<file path="config.mk">
export PLATFORM = sky130hd
export DESIGN_NAME = bram_fifo_core
export DESIGN_NICKNAME = d
export VERILOG_FILES = /design/src/design/bram_fifo_regs_pkg.sv /design/src/design/bram_fifo_data_pkg.sv /design/src/design/fifo_status_if.sv /design/src/design/bram_fifo_mem.sv /design/src/design/bram_fifo_ctrl_regs.sv /design/src/design/bram_fifo_core.sv
export VERILOG_INCLUDE_DIRS = /design/src /design/src/design
export SDC_FILE = /design/constraint.sdc
export NUM_CORES = 2
export LEC_CHECK = 0
export CAP_MARGIN = 30
export CORE_MARGIN = 2
export CORE_UTILIZATION = 63
export CTS_CLUSTER_SIZE = 25
export DETAILED_ROUTE_END_ITERATION = 16
export DONT_BUFFER_PORTS = 1
export GPL_TIMING_DRIVEN = 1
export MAX_ROUTING_LAYER = met4
export PLACE_DENSITY = 0.79
export RECOVER_POWER = 25
export SYNTH_ARGS = -nofsm -noshare
export SYNTH_HDL_FRONTEND = slang
export SYNTH_SLANG_ARGS = --single-unit
</file>
<file path="constraint.sdc">
create_clock -name BUS_CLK -period 4.1 [get_ports BUS_CLK]
set_input_delay 0.205 -clock BUS_CLK [delete_from_list [all_inputs] [get_ports BUS_CLK]]
set_output_delay 0.205 -clock BUS_CLK [all_outputs]
set_load 0.01 [all_outputs]
</file>
<file path="src/design/bram_fifo_config.svh">
//////////////////////////////////////////////////
// bram fifo configuration
// default depth, threshold percentages, register
// address width and version code
//////////////////////////////////////////////////
`ifndef BRAM_FIFO_CONFIG_SVH
`define BRAM_FIFO_CONFIG_SVH

`define BRAM_FIFO_DEPTH      64   // words, small for simulation
`define BRAM_FIFO_AFULL_PCT  95   // almost-full, percent of depth
`define BRAM_FIFO_AEMPTY_PCT 5    // almost-empty, percent of depth

`define BRAM_FIFO_ABUSWIDTH  32   // register port address width

`define BRAM_FIFO_VERSION    2    // returned at register address 0

`endif

</file>
<file path="src/design/bram_fifo_regs_pkg.sv">
//////////////////////////////////////////////////
// bram fifo register types
// address map of the byte-wide register port
//////////////////////////////////////////////////
package bram_fifo_regs_pkg;

    // byte register addresses, low three address bits
    typedef enum logic [2:0] {
        REG_VERSION_RST  = 3'd0, // read version, write soft reset
        REG_ALMOST_FULL  = 3'd1, // 1/256ths of depth
        REG_ALMOST_EMPTY = 3'd2, // 1/256ths of depth
        REG_READ_ERRORS  = 3'd3, // pops while empty, saturating
        REG_SIZE_B0      = 3'd4, // live, latches upper bytes
        REG_SIZE_B1      = 3'd5, // latched
        REG_SIZE_B2      = 3'd6, // latched
        REG_SIZE_B3      = 3'd7  // latched
    } reg_addr_e;

    // one register byte
    typedef logic [7:0] reg_byte_t;

endpackage

</file>
<file path="src/design/bram_fifo_data_pkg.sv">
//////////////////////////////////////////////////
// bram fifo data types
// buffer word and fill count
//////////////////////////////////////////////////
package bram_fifo_data_pkg;

    // one buffered word, as seen on both data ports
    typedef logic [31:0] word_t;

    // fill level in words
    // only the low log2(depth)+1 bits are ever nonzero,
    // so a completely full buffer still fits
    typedef logic [31:0] fill_t;

endpackage

</file>
<file path="src/design/fifo_status_if.sv">
//////////////////////////////////////////////////
// fifo status interface
// fill level and flags from storage, reset back
//////////////////////////////////////////////////
`timescale 1ns/1ns

interface fifo_status_if;

    bram_fifo_data_pkg::fill_t fill;  // words held
    logic                      empty;
    logic                      full;
    logic                      fifo_rst; // bus reset or soft reset

    modport mem_side (
        input  fifo_rst,
        output fill,
        output empty,
        output full
    );

    modport regs_side (
        output fifo_rst,
        input  fill,
        input  empty,
        input  full
    );

endinterface

</file>
<file path="src/design/bram_fifo_mem.sv">
//////////////////////////////////////////////////
// bram fifo storage
// word array with write and read pointers, fill
// count, flags and a registered head word
//////////////////////////////////////////////////
`timescale 1ns/1ns
`include "bram_fifo_config.svh"

module bram_fifo_mem
#(
    parameter int depth = `BRAM_FIFO_DEPTH
)
(
    input  logic                      BUS_CLK,
    input  logic                      wr_bus,
    input  bram_fifo_data_pkg::word_t wr_bus_data,
    input  logic                      src_empty,
    input  bram_fifo_data_pkg::word_t src_data,
    input  logic                      rd,
    output bram_fifo_data_pkg::word_t head_data,
    fifo_status_if.mem_side           status
);

    localparam int ptr_w  = $clog2(depth);
    localparam int fill_w = ptr_w + 1;

    bram_fifo_data_pkg::word_t mem [depth];

    logic [ptr_w-1:0]          wr_ptr;
    logic [ptr_w-1:0]          rd_ptr;
    logic [fill_w-1:0]         fill_cnt;
    logic                      wr_en;
    logic                      rd_en;
    bram_fifo_data_pkg::word_t wr_word;

    // pointer advance, wraps for any depth
    function automatic logic [ptr_w-1:0] ptr_inc(input logic [ptr_w-1:0] p);
        return (p == ptr_w'(depth - 1)) ? '0 : p + 1'b1;
    endfunction

    assign wr_en   = (wr_bus || !src_empty) && !status.full; // bus or source
    assign rd_en   = rd && !status.empty;
    assign wr_word = wr_bus ? wr_bus_data : src_data;         // bus wins

    always_ff @(posedge BUS_CLK)
    begin
        if (wr_en)
        begin
            mem[wr_ptr] <= wr_word;
        end
    end

    always_ff @(posedge BUS_CLK)
    begin
        if (status.fifo_rst)
        begin
            wr_ptr   <= '0;
            rd_ptr   <= '0;
            fill_cnt <= '0;
        end
        else
        begin
            if (wr_en)
            begin
                wr_ptr <= ptr_inc(wr_ptr);
            end
            if (rd_en)
            begin
                rd_ptr <= ptr_inc(rd_ptr);
            end
            case ({wr_en, rd_en})
                2'b10:   fill_cnt <= fill_cnt + 1'b1;
                2'b01:   fill_cnt <= fill_cnt - 1'b1;
                default: fill_cnt <= fill_cnt; // both or neither
            endcase
        end
    end

    // head word shows up one cycle after it changes
    always_ff @(posedge BUS_CLK)
    begin
        head_data <= mem[rd_ptr];
    end

    assign status.fill  = bram_fifo_data_pkg::fill_t'(fill_cnt);
    assign status.empty = (fill_cnt == '0);
    assign status.full  = (fill_cnt == fill_w'(depth));

    // fill count never passes the depth
    a_fill_bound: assert property (
        @(posedge BUS_CLK) disable iff (status.fifo_rst)
        fill_cnt <= fill_w'(depth)
    );

    // underflowing pop must not move the read side
    a_empty_pop: assert property (
        @(posedge BUS_CLK) disable iff (status.fifo_rst)
        (rd && status.empty) |=> $stable(rd_ptr)
    );

endmodule

</file>
<file path="src/design/bram_fifo_ctrl_regs.sv">
//////////////////////////////////////////////////
// bram fifo control registers
// byte register file, soft reset, read-error
// count, size snapshot and near-full flag
//////////////////////////////////////////////////
`timescale 1ns/1ns
`include "bram_fifo_config.svh"

module bram_fifo_ctrl_regs
#(
    parameter int depth      = `BRAM_FIFO_DEPTH,
    parameter int afull_pct  = `BRAM_FIFO_AFULL_PCT,
    parameter int aempty_pct = `BRAM_FIFO_AEMPTY_PCT
)
(
    input  logic                             BUS_CLK,
    input  logic                             RST,
    input  logic [`BRAM_FIFO_ABUSWIDTH-1:0]  bus_add,
    input  bram_fifo_regs_pkg::reg_byte_t    bus_data_in,
    input  logic                             bus_wr,
    input  logic                             bus_rd,
    input  logic                             bus_rd_data,
    output bram_fifo_regs_pkg::reg_byte_t    bus_data_out,
    output logic                             near_full,
    output logic                             read_error,
    fifo_status_if.regs_side                 status
);

    localparam int abw = `BRAM_FIFO_ABUSWIDTH;

    localparam bram_fifo_regs_pkg::reg_byte_t afull_default =
        bram_fifo_regs_pkg::reg_byte_t'(255 * afull_pct / 100);
    localparam bram_fifo_regs_pkg::reg_byte_t aempty_default =
        bram_fifo_regs_pkg::reg_byte_t'(255 * aempty_pct / 100);
    localparam bram_fifo_regs_pkg::reg_byte_t version =
        bram_fifo_regs_pkg::reg_byte_t'(`BRAM_FIFO_VERSION);

    bram_fifo_regs_pkg::reg_byte_t reg_file [8];
    bram_fifo_regs_pkg::reg_byte_t rd_errors;
    bram_fifo_regs_pkg::reg_byte_t almost_full;
    bram_fifo_regs_pkg::reg_byte_t almost_empty;
    bram_fifo_regs_pkg::reg_addr_e addr;
    bram_fifo_data_pkg::fill_t     size_bytes;
    bram_fifo_data_pkg::fill_t     afull_level;
    bram_fifo_data_pkg::fill_t     aempty_level;
    logic [31:8]                   size_snap;
    logic                          addr_in_map;
    logic                          soft_rst;

    assign addr_in_map = (bus_add[abw-1:3] == '0); // only eight bytes decoded
    assign addr        = bram_fifo_regs_pkg::reg_addr_e'(bus_add[2:0]);
    assign soft_rst    = bus_wr && addr_in_map && (addr == bram_fifo_regs_pkg::REG_VERSION_RST);

    assign status.fifo_rst = RST || soft_rst;

    // register bytes, address 0 never stores
    always_ff @(posedge BUS_CLK)
    begin
        if (status.fifo_rst)
        begin
            for (int i = 0; i < 8; i++)
            begin
                reg_file[i] <= '0;
            end
            reg_file[bram_fifo_regs_pkg::REG_ALMOST_FULL]  <= afull_default;
            reg_file[bram_fifo_regs_pkg::REG_ALMOST_EMPTY] <= aempty_default;
        end
        else if (bus_wr && addr_in_map)
        begin
            reg_file[addr] <= bus_data_in;
        end
    end

    assign almost_full  = reg_file[bram_fifo_regs_pkg::REG_ALMOST_FULL];
    assign almost_empty = reg_file[bram_fifo_regs_pkg::REG_ALMOST_EMPTY];

    // pops attempted on an empty buffer
    always_ff @(posedge BUS_CLK)
    begin
        if (status.fifo_rst)
        begin
            rd_errors <= '0;
        end
        else if (bus_rd_data && status.empty && rd_errors != 8'hff)
        begin
            rd_errors <= rd_errors + 1'b1;
        end
    end

    assign read_error = (rd_errors != '0);

    assign size_bytes = status.fill << 2; // words to bytes

    // byte 0 read freezes the upper three bytes
    always_ff @(posedge BUS_CLK)
    begin
        if (RST)
        begin
            size_snap <= '0;
        end
        else if (bus_rd && addr_in_map && addr == bram_fifo_regs_pkg::REG_SIZE_B0)
        begin
            size_snap <= size_bytes[31:8];
        end
    end

    always_ff @(posedge BUS_CLK)
    begin
        if (!addr_in_map)
        begin
            bus_data_out <= '0;
        end
        else
        begin
            case (addr)
                bram_fifo_regs_pkg::REG_VERSION_RST:  bus_data_out <= version;
                bram_fifo_regs_pkg::REG_ALMOST_FULL:  bus_data_out <= almost_full;
                bram_fifo_regs_pkg::REG_ALMOST_EMPTY: bus_data_out <= almost_empty;
                bram_fifo_regs_pkg::REG_READ_ERRORS:  bus_data_out <= rd_errors;
                bram_fifo_regs_pkg::REG_SIZE_B0:      bus_data_out <= size_bytes[7:0];
                bram_fifo_regs_pkg::REG_SIZE_B1:      bus_data_out <= size_snap[15:8];
                bram_fifo_regs_pkg::REG_SIZE_B2:      bus_data_out <= size_snap[23:16];
                bram_fifo_regs_pkg::REG_SIZE_B3:      bus_data_out <= size_snap[31:24];
                default:                              bus_data_out <= '0;
            endcase
        end
    end

    // thresholds in words, rounded down
    assign afull_level  = ((bram_fifo_data_pkg::fill_t'(almost_full) + 1)
                           * bram_fifo_data_pkg::fill_t'(depth)) >> 8;
    assign aempty_level = ((bram_fifo_data_pkg::fill_t'(almost_empty) + 1)
                           * bram_fifo_data_pkg::fill_t'(depth)) >> 8;

    // set high, clear low, hold in between
    always_ff @(posedge BUS_CLK)
    begin
        if (status.fifo_rst)
        begin
            near_full <= 1'b0;
        end
        else if (status.fill >= afull_level || almost_full == '0)
        begin
            near_full <= 1'b1;
        end
        else if ((almost_empty != '0 && status.fill <= aempty_level) || status.fill == '0)
        begin
            near_full <= 1'b0;
        end
    end

    // saturated counter stays at 255 until a reset
    a_err_saturate: assert property (
        @(posedge BUS_CLK) disable iff (status.fifo_rst)
        (rd_errors == 8'hff) |=> (rd_errors == 8'hff)
    );

    // a drained buffer drops the flag unless the set level is zero
    a_near_full_clear: assert property (
        @(posedge BUS_CLK) disable iff (RST)
        (status.fill == '0 && almost_full != '0 && afull_level != '0) |=> !near_full
    );

endmodule

</file>
<file path="src/design/bram_fifo_core.sv">
//////////////////////////////////////////////////
// bram fifo core
// word buffer with byte register port, top level
//////////////////////////////////////////////////
`timescale 1ns/1ns
`include "bram_fifo_config.svh"

module bram_fifo_core
(
    input  logic                            BUS_CLK,
    input  logic                            BUS_RST,
    input  logic [`BRAM_FIFO_ABUSWIDTH-1:0] BUS_ADD,
    input  logic [7:0]                      BUS_DATA_IN,
    input  logic                            BUS_RD,
    input  logic                            BUS_WR,
    output logic [7:0]                      BUS_DATA_OUT,

    input  logic                            BUS_RD_DATA,
    output logic [31:0]                     BUS_DATA_OUT_DATA,
    input  logic                            BUS_WR_DATA,
    input  logic [31:0]                     BUS_DATA_IN_DATA,

    output logic                            FIFO_READ_NEXT_OUT,
    input  logic                            FIFO_EMPTY_IN,
    input  logic [31:0]                     FIFO_DATA,

    output logic                            FIFO_NOT_EMPTY,
    output logic                            FIFO_FULL,
    output logic                            FIFO_NEAR_FULL,
    output logic                            FIFO_READ_ERROR
);

    fifo_status_if status ();

    bram_fifo_mem #(
        .depth       (`BRAM_FIFO_DEPTH)
    ) i_mem (
        .BUS_CLK     (BUS_CLK),
        .wr_bus      (BUS_WR_DATA),
        .wr_bus_data (BUS_DATA_IN_DATA),
        .src_empty   (FIFO_EMPTY_IN),
        .src_data    (FIFO_DATA),
        .rd          (BUS_RD_DATA),
        .head_data   (BUS_DATA_OUT_DATA),
        .status      (status.mem_side)
    );

    bram_fifo_ctrl_regs #(
        .depth        (`BRAM_FIFO_DEPTH),
        .afull_pct    (`BRAM_FIFO_AFULL_PCT),
        .aempty_pct   (`BRAM_FIFO_AEMPTY_PCT)
    ) i_regs (
        .BUS_CLK      (BUS_CLK),
        .RST          (BUS_RST),
        .bus_add      (BUS_ADD),
        .bus_data_in  (BUS_DATA_IN),
        .bus_wr       (BUS_WR),
        .bus_rd       (BUS_RD),
        .bus_rd_data  (BUS_RD_DATA),
        .bus_data_out (BUS_DATA_OUT),
        .near_full    (FIFO_NEAR_FULL),
        .read_error   (FIFO_READ_ERROR),
        .status       (status.regs_side)
    );

    assign FIFO_READ_NEXT_OUT = !status.full;  // source may advance
    assign FIFO_NOT_EMPTY     = !status.empty;
    assign FIFO_FULL          = status.full;

endmodule

</file>
==> results.json <==
{
  "drc": 0,
  "hold_start": "BUS_ADD[1]",
  "fmax_mhz": 284,
  "tightest_slew_ns": 3.50,
  "finalWirelength_um": 209000,
  "cp-start-kind": "flop",
  "fin_nets": 4120,
  "ys_ff_latch": 2133,
  "drive_above_1_share_pct": 25.5,
  "ir_drop_v": 0.000497,
  "synth_top_area_cell": "edfxtp_1",
  "drtAntennaViolNets": 0,
  "setup_viol": 0,
  "synthesis.nets": 3865,
  "track_usage_pct": 33.3,
  "synth_commonest_cells": "edfxtp_1 (2064), mux4_2 (466), clkbuf_1 (117), nor2_1 (109), mux2i_1 (103)",
  "grt_overflow": 0,
  "fp.coreArea_mm2": 0.129,
  "synth_area_leaders": "edfxtp_1 (76%), mux4_2 (13%), dfxtp_1 (1.7%), mux2i_1 (1.3%), a22o_1 (1.0%)",
  "num_antenna_cells": 0,
  "worstPathMaxFanout": 10,
  "synthArstFlopShare_pct": 0,
  "hold_end": "i_regs.bus_data_out[3]",
  "rrSetupSlack_ns": 0.57,
  "syn2layout_area_growth_pct": 13.1,
  "synthCells": 3729,
  "ctsHoldBuffers": 58,
  "post_cts_buffers": 0,
  "grt_max_degree": 65,
  "whs_ns": 0.0867,
  "grt_pass1_vias": 42896,
  "grt_pass1_wl_um": 302000,
  "clock-skew-final_ns": 0.0342,
  "r2r_end": "i_mem.fill_cnt[6]",
  "die_w_um": 364,
  "hpwl_um": 110000,
  "syn_area_mm2": 0.0817,
  "arrival_ns": 4.29,
  "status": "finished, violations left",
  "r2r_start": "i_mem.fill_cnt[2]",
  "synth.distinct_cells": 62,
  "clockBufferDepth": 3,
  "p_seq_share_pct": 48.5,
  "die-area_mm2": 0.133,
  "finalCriticalPeriod_ns": 3.53,
  "clock_sinks": 2133,
  "finalHoldViolations": 0,
  "relSlewSlack_pct": -133,
  "timing.critical_path.from": "i_mem.fill_cnt[2]",
  "slew_viol_final": 1365,
  "power_mw": 52.4,
  "violations": "max-capacitance violations, max-slew violations",
  "power_density_mw_per_mm2": 567,
  "clkPwrFrac_pct": 34.8,
  "clk-insertion-delay-late_ns": 0.84,
  "cts_tree": "built",
  "gp_congestion": 0.850,
  "yosys.cell_count.top_type": "edfxtp_1",
  "vias": 41892,
  "holdPathStages": 5,
  "ff2ff_path_depth": 11,
  "post_drt_via_cell_ratio": 7.10,
  "die_h_um": 364,
  "critical_path_class": "reg -> reg",
  "ys_seq_area_share_pct": 77.5,
  "initial_core_util_pct": 63.3,
  "p_sw_mw": 13.4,
  "synthFlopType": "edfxtp_1",
  "tns_ns": 0,
  "cts.clk_slew.worst_paths_ns": 0.06,
  "p_int_mw": 39.0,
  "drtIter0Drc": 6508,
  "required_ns": 4.86,
  "wl_per_cell_um": 35.4,
  "rsz0062_at_grt": "false",
  "cts_max_level": 4,
  "synth_warnings": 0,
  "timing.final.crit_share_pct": 86.0,
  "dr.pass1.iters": 7,
  "synth-edff-count": 2064,
  "power_leakage_nw": 28.6,
  "port_buffers": 0,
  "endpoint_kind": "flop",
  "maxCapViolations": 21,
  "comb_power_share_pct": 16.7,
  "root_buffer": "clkbuf_16",
  "avgSynthCellArea_um2": 21.9,
  "hold_path.class": "in -> reg",
  "io_pins": 156,
  "synth_top_area_share_pct": 75.9,
  "cts_resized": 0,
  "numCtsBuffers": 199,
  "rows": 132,
  "swShare_pct": 25.5,
  "antenna_found_initial": 3
}
-- cells by family (layout without fill, tap and decap cells) --
logic type	Yosys count	count (layout)	synth area share, %
AND/OR/NAND/NOR	278	278	1.70
flip-flops	2133	2133	77.5
AO/OA/AOI/OAI	427	427	4.16
adder cells (fa/ha/maj)	25	25	0.392
multiplexers	608	608	14.6
buffers and inverters	233	661	1.28
XOR/XNOR	25	25	0.268
-- power groups by stage --
stage | logic [mW] | clock network, mW | registers (mW)
floorplan | 6.22 | 0 | 25.4
global placement | 8.32 | 0 | 25.8
detailed placement | 8.52 | 0 | 25.8
CTS | 8.77 | 18.4 | 25.4
global route | 9.20 | 19.1 | 25.4
finish | 8.76 | 18.3 | 25.4
-- layout by cell type (no fill, tap or decap), types with 48 or more instances in the layout --
cell type      instances
buf_4                150
a221oi_1              70
o221ai_1              48
a211oi_1              51
dlygate4sd3_1         60
mux4_2               466
mux2i_1              103
clkbuf_1              80
dfxtp_1               65
nor2_4                64
a22o_1                94
clkbuf_16            201
edfxtp_1            2064
-- layer usage --
metal / wire length, um / GRT usage [%] / vias up
li1: - / - / 16443
met1: 72000 / 44.3 / 21771
met2: 103000 / 51.6 / 3178
met3: 24000 / 5.83 / 500
met4: 10300 / 14.8 / 0
met5: 0 / - / -
-- flip-flops by register name, indices dropped and copies added (netlist names) --
| name | cells |
|---|---|
| i_regs.bus_data_out | 8 |
| i_regs.reg_file | 16 |
| i_mem.rd_ptr | 6 |
| i_mem.wr_ptr | 6 |
| i_regs.rd_errors | 8 |
| i_regs.size_snap | 1 |
| i_mem.head_data | 32 |
| i_mem.fill_cnt | 7 |
| i_mem.mem | 2048 |
| i_regs.near_full | 1 |
-- worst max-delay path, stage by stage, from the launching register on --
cell and delay [ns]:
dfxtp_1 0.39, or4_4 0.58, o31ai_1 0.28, buf_4 0.19, inv_1 0.12, ha_1 0.36, ha_1 0.36, nor2b_1 0.16
o31a_1 0.26, or3_1 0.38, a31o_2 0.24, a21oi_1 0.13
-- per-stage QoR --
| step | instance area [um^2] | worst slack, ns | instances | utilization (%) |
|---|---|---|---|---|
| 4_1_cts | 92500 | 0.560 | 5894 | 71.6 |
| 5_1_grt | 92400 | 0.349 | 5899 | 71.6 |
| 6_report | 92400 | 0.573 | 5899 | 71.6 |
| 3_5_place_dp | 85500 | 0.623 | 5462 | 66.2 |
| 3_3_place_gp | 85200 | 0.561 | 5450 | 66.0 |
| 2_1_floorplan | 81700 | 0.809 | 3729 | - |
-- cell type report --
class | count | area, um^2
clock buffer | 270 | 5390
clock inverter | 104 | 1030
fill | 6999 | 36700
inverter | 14 | 52.6
multi-input combinational | 1363 | 17800
sequential | 2133 | 63400
tap | 1742 | 2180
timing repair buffer | 273 | 2620
-- how the worst max path moves through the flow --
stage | end | slack, ns
4_1_cts | i_regs.reg_file[1][4] | 0.56
6_report | i_mem.fill_cnt[6] | 0.57
3_5_place_dp | i_mem.fill_cnt[6] | 0.62
3_3_place_gp | i_mem.fill_cnt[6] | 0.56
2_1_floorplan | i_mem.fill_cnt[6] | 0.81
5_1_grt | i_mem.fill_cnt[6] | 0.35
Power figures use the tool's default switching activity.
